**src/rtl/noc_pkg.sv**
```systemverilog
`default_nettype none

package noc_pkg;

  // Virtual channels carried on every link
  localparam int CHANNELS = 2;

  // Router input ports, local core plus four directions
  localparam int PORTS = 5;

  // Port grant masks buffered per channel at the output switch
  localparam int GRANT_FIFO_DEPTH = 2;

  // One bit per virtual channel
  typedef logic [CHANNELS-1:0] vc_mask_t;

  // One bit per input port, used for switch selection
  typedef logic [PORTS-1:0] port_mask_t;

endpackage

`default_nettype wire

```
**src/rtl/grant_fifo.sv**
```systemverilog
`default_nettype none

module grant_fifo (
  input  var logic                i_clk,
  input  var logic                i_rst_n,
  input  var logic                i_push,
  input  var noc_pkg::port_mask_t i_data,
  input  var logic                i_pop,
  output var noc_pkg::port_mask_t o_data,
  output var logic                o_full
);

  typedef logic [$clog2(noc_pkg::GRANT_FIFO_DEPTH)-1:0] ptr_t;
  typedef logic [$clog2(noc_pkg::GRANT_FIFO_DEPTH+1)-1:0] count_t;

  noc_pkg::port_mask_t mem [noc_pkg::GRANT_FIFO_DEPTH];
  ptr_t wr_ptr_q;
  ptr_t rd_ptr_q;
  ptr_t rd_ptr_next;
  count_t count_q;
  count_t count_next;
  count_t remaining;
  logic push_en;
  logic pop_en;
  noc_pkg::port_mask_t head_next;

  assign push_en = i_push && !o_full;
  // Pop on an empty FIFO is dropped
  assign pop_en = i_pop && (count_q != '0);

  always_comb begin
    rd_ptr_next = rd_ptr_q;
    if (pop_en) begin
      if (rd_ptr_q == ptr_t'(noc_pkg::GRANT_FIFO_DEPTH - 1)) begin
        rd_ptr_next = '0;
      end else begin
        rd_ptr_next = rd_ptr_q + 1'b1;
      end
    end
    remaining = count_q - count_t'(pop_en);
    count_next = remaining + count_t'(push_en);
  end

  // Head after this edge, zero when nothing is left
  always_comb begin
    if (remaining != '0) begin
      head_next = mem[rd_ptr_next];
    end else if (push_en) begin
      head_next = i_data;
    end else begin
      head_next = '0;
    end
  end

  always_ff @(posedge i_clk) begin
    if (push_en) begin
      mem[wr_ptr_q] <= i_data;
    end
  end

  always_ff @(posedge i_clk or negedge i_rst_n) begin
    if (!i_rst_n) begin
      wr_ptr_q <= '0;
      rd_ptr_q <= '0;
      count_q <= '0;
      o_data <= '0;
      o_full <= 1'b0;
    end else begin
      if (push_en) begin
        if (wr_ptr_q == ptr_t'(noc_pkg::GRANT_FIFO_DEPTH - 1)) begin
          wr_ptr_q <= '0;
        end else begin
          wr_ptr_q <= wr_ptr_q + 1'b1;
        end
      end
      rd_ptr_q <= rd_ptr_next;
      count_q <= count_next;
      o_data <= head_next;
      o_full <= (count_next == count_t'(noc_pkg::GRANT_FIFO_DEPTH));
    end
  end

  // Grants are blocked upstream while full, so no packet can complete
  a_no_push_full : assert property (
    @(posedge i_clk) disable iff (!i_rst_n)
    i_push |-> !o_full
  );

endmodule

`default_nettype wire

```
**config.mk**
```make
export PLATFORM = sky130hd
export DESIGN_NAME = grant_fifo
export DESIGN_NICKNAME = d
export VERILOG_FILES = /design/src/rtl/noc_pkg.sv /design/src/rtl/grant_fifo.sv
export SDC_FILE = /design/constraint.sdc
export NUM_CORES = 1
export LEC_CHECK = 0
export ABC_AREA = 1
export BUFFER_PORTS_ARGS = -buffer_cell sky130_fd_sc_hd__buf_2
export CAP_MARGIN = 40
export CORE_MARGIN = 8
export CORE_UTILIZATION = 45
export CTS_CLUSTER_SIZE = 12
export DETAILED_ROUTE_END_ITERATION = 8
export PLACE_DENSITY = 0.69
export SYNTH_ARGS = -nofsm -noshare
export SYNTH_HDL_FRONTEND = slang
export SYNTH_SLANG_ARGS = --single-unit
```
**constraint.sdc**
```tcl
create_clock -name i_clk -period 1.7 [get_ports i_clk]
set_clock_uncertainty 0.15 [all_clocks]
set_input_delay 0.085 -clock i_clk [delete_from_list [all_inputs] [get_ports i_clk]]
set_output_delay 0.085 -clock i_clk [all_outputs]
set_load 0.005 [all_outputs]
```
==> results_dict.tcl <==
set metrics [dict create \
    finalCritPeriodShare_pct 96.7 \
    gr-usage-met1_pct 11.1 \
    critical_path.reg2reg.startpoint "count_q[0]" \
    worst_pin_slew_ns 0.259 \
    io-pin-count 15 \
    synth_top_family_by_area "simple AND/OR/NAND/NOR gates" \
    drv_cap 0 \
    static-leakage-power_nw 0.574 \
    layout_fillers 181 \
    period_minus_slack_ns 1.64 \
    synth_commonest_cells "inv_1 (18), nand3_1 (17), nand2_1 (14), dfrtp_1 (10), edfxtp_1 (10)" \
    grt_pass1_vias 698 \
    clk_pin_slew_worst_paths_ns 0.11 \
    postRouteAntennaNets 0 \
    hold_violations 0 \
    post-route-drc-count 0 \
    synth_fa_ha_area_share_pct 2.90 \
    maxClockFrequency_mhz 608 \
    cp-end-kind "flop" \
    port_buffers 14 \
    drtIter0Drc 11 \
    cell_type_with_the_highest_aggregate_area_in_the_netlist "edfxtp_1" \
    area_growth_pct 32.7 \
    layout.cells.non_filler 140 \
    hold_class "primary input to async pin" \
    dpl_worst_slack_ns 0.00309 \
    synth_compound_gate_area_share_pct 0.581 \
    irDropWorstVdd_mv 0.879 \
    critical_path.max_fanout 2 \
    power.density_cell_area_nw_per_um2 1690 \
    die_area_um2 3570 \
    synth.ff_latch_count 20 \
    synth_xor_area_share_pct 4.79 \
    worstPathRequired_ns 1.75 \
    yosys.area_share.simple_pct 20.0 \
    cp-start-kind "flop" \
    dpl.hpwl_mm 1.18 \
    synth.avg_cell_area_um2 10.6 \
    synth_cell_types 13 \
    num_antenna_cells 0 \
    die_height_um 59.8 \
    clock_tree.root_cell "clkbuf_4" \
    synthesized_net_count 92 \
    most_common_cell_in_the_synthesized_netlist "inv_1" \
    dominant_synthesized_flop_cell "edfxtp_1" \
    cts_max_level 1 \
    synth_largest_type_area_fraction_pct 34.8 \
    totalWireLength_mm 1.66 \
    starting_density_of_the_core_pct 45.8 \
    clock_buffer_count_from_cts 3 \
    post_synthesis_cell_area_um2 862 \
    use_met2_pct 19.1 \
    met3_usage_pct 3.44 \
    fp-row-count 16 \
    tritoncts "done" \
    grt_max_degree 11 \
    num-nets-final 126 \
    via_count 612 \
    place.detailed.instances 128 \
    die-width_um 59.8 \
    synthesis.instances 81 \
    register_to_register_setup_slack_ns 0.06 \
    setup_viol 0 \
    synth_seq_area_share_pct 63.9 \
    r2r-end "o_full" \
    path_class "flop to flop" \
    outcome "finished clean" \
    setup.worst_path.start "count_q[0]" \
    timing.max_slew.rel_slack_pct 82.7 \
    drtPass1Iterations 4 \
    final_layout_size_suffix_gt1_share_pct 29.2 \
    grt_first_pass_wirelength_mm 2.92 \
    cts.sink_count 20 \
    clk-insertion-delay-late_ns 0.30 \
    critical_path_arrival_ns 1.69 \
    postLayoutSetupSlackWorst_ns 0.0564 \
    setup_tns_ns 0 \
    initial_antenna_violation_count 0 \
    ys_warn_count 0 \
    total_power_w 0.00194 \
    grt.overflow.total 0 \
    wire_per_inst_um 11.9 \
    synth_area_leaders "edfxtp_1 (35%), dfrtp_1 (29%), nand3_1 (9.9%)" \
    clk_path_buf_depth 2 \
    groute.usage.overall_pct 11.4 \
    ys_async_sr_fraction_pct 50.0 \
    worstRegToRegCells 7 \
    share_of_cell_area_taken_by_muxes_after_synthesis_pct 0 \
    synth_edf_count 10 \
    final_max_slew_viol_count 0 \
    global_route.peak_usage_layer "met2" \
    setup.worst_path.end "o_full" \
    place.gp.congestion 0.728 \
    rsz0062_at_grt "no" \
    routed_via_count_divided_by_cell_count 4.37 \
    coreArea_um2 1880 \
]
-- logic make-up after synthesis --
| logic type | Yosys count |
|---|---|
| DFF | 20 |
| xor gates and xnor gates | 3 |
| and+or+nand+nor | 37 |
| AOI/OAI and AO/OA | 1 |
| buffers and inverters | 18 |
| adders and majority gates | 2 |
-- routing by layer --
layer | up-vias | part of all wire (%)
met5 | - | 0
met3 | 4 | 4.9
met4 | 0 | 3.3
met2 | 18 | 49
met1 | 269 | 43
li1 | 321 | -
-- critical path: stages, from the launching register on --
cell and delay (ns):
dfrtp_1 0.41, o21ai_2 0.17, inv_2 0.06, ha_4 0.26, inv_1 0.04, ha_1 0.19
xnor2_2 0.14, nor2b_1 0.13
-- area by class of cell --
| class | instances | area (um2) | area share [%] |
|---|---|---|---|
| multi-input cells | 43 | 272 | 23.7 |
| clock buffers | 3 | 22.5 | 1.97 |
| flip-flops and latches | 20 | 551 | 48.1 |
| well taps | 27 | 33.8 | 2.95 |
| inverters | 18 | 67.6 | 5.91 |
| repair buffers | 29 | 198 | 17.3 |
-- flip-flops by register name, indices dropped and copies added (netlist names) --
register,count
o_full,1
count_q,2
rd_ptr_q,1
o_data,5
wr_ptr_q,1
mem,10
-- worst min path at each step --
stage | from | endpoint | cells after the start
2_1_floorplan | i_rst_n | count_q[0] | 0
3_3_place_gp | i_rst_n | wr_ptr_q | 1
3_5_place_dp | i_rst_n | o_data[3] | 1
4_1_cts | i_rst_n | rd_ptr_q | 2
5_1_grt | i_rst_n | o_data[1] | 2
6_report | i_rst_n | o_data[1] | 2
-- power by group --
group	internal [W]	switching (W)	total, W
combinational	0.000474	0.000485	0.000959
sequential	0.000694	0.0000624	0.000756
clock	0.0000825	0.000139	0.000222
-- cells in the final DEF, fill, tap and decap left out --
master         Yosys  final
inv_1             18     17
nand3_1           17     17
nand2_1           14     14
buf_2              0     14
dfrtp_1           10     10
edfxtp_1          10     10
buf_4              0      9
dlygate4sd3_1      0      6
nor2_1             3      3
clkbuf_4           0      3
o21ai_2            0      1
inv_2              0      1
xnor2_4            0      1
nand2_2            1      1
nor2_4             1      1
xnor2_2            2      1
nor2b_1            1      1
xor2_1             1      1
ha_4               0      1
ha_1               2      1
-- metrics by stage --
step | hold WS (ns) | util (%) | instance area [um2]
2_1_floorplan | -0.361 | - | 862
3_3_place_gp | -0.200 | 53.7 | 1010
3_5_place_dp | -0.192 | 53.7 | 1010
4_1_cts | 0.0160 | 59.1 | 1110
5_1_grt | 0.0213 | 60.8 | 1140
6_report | 0.0123 | 60.8 | 1140
-- timing repair --
item                                    in CTS  in global routing
buffers inserted                             2                  1
hold buffers                                 6                  0
pin swaps                                    2                  4
endpoints found under the hold margin       25                  0
cloned                                       0                  0
gates resized for setup                      1                  3
endpoints found under the setup margin       6                  6
Note: power is estimated with default switching activity, not from simulation.
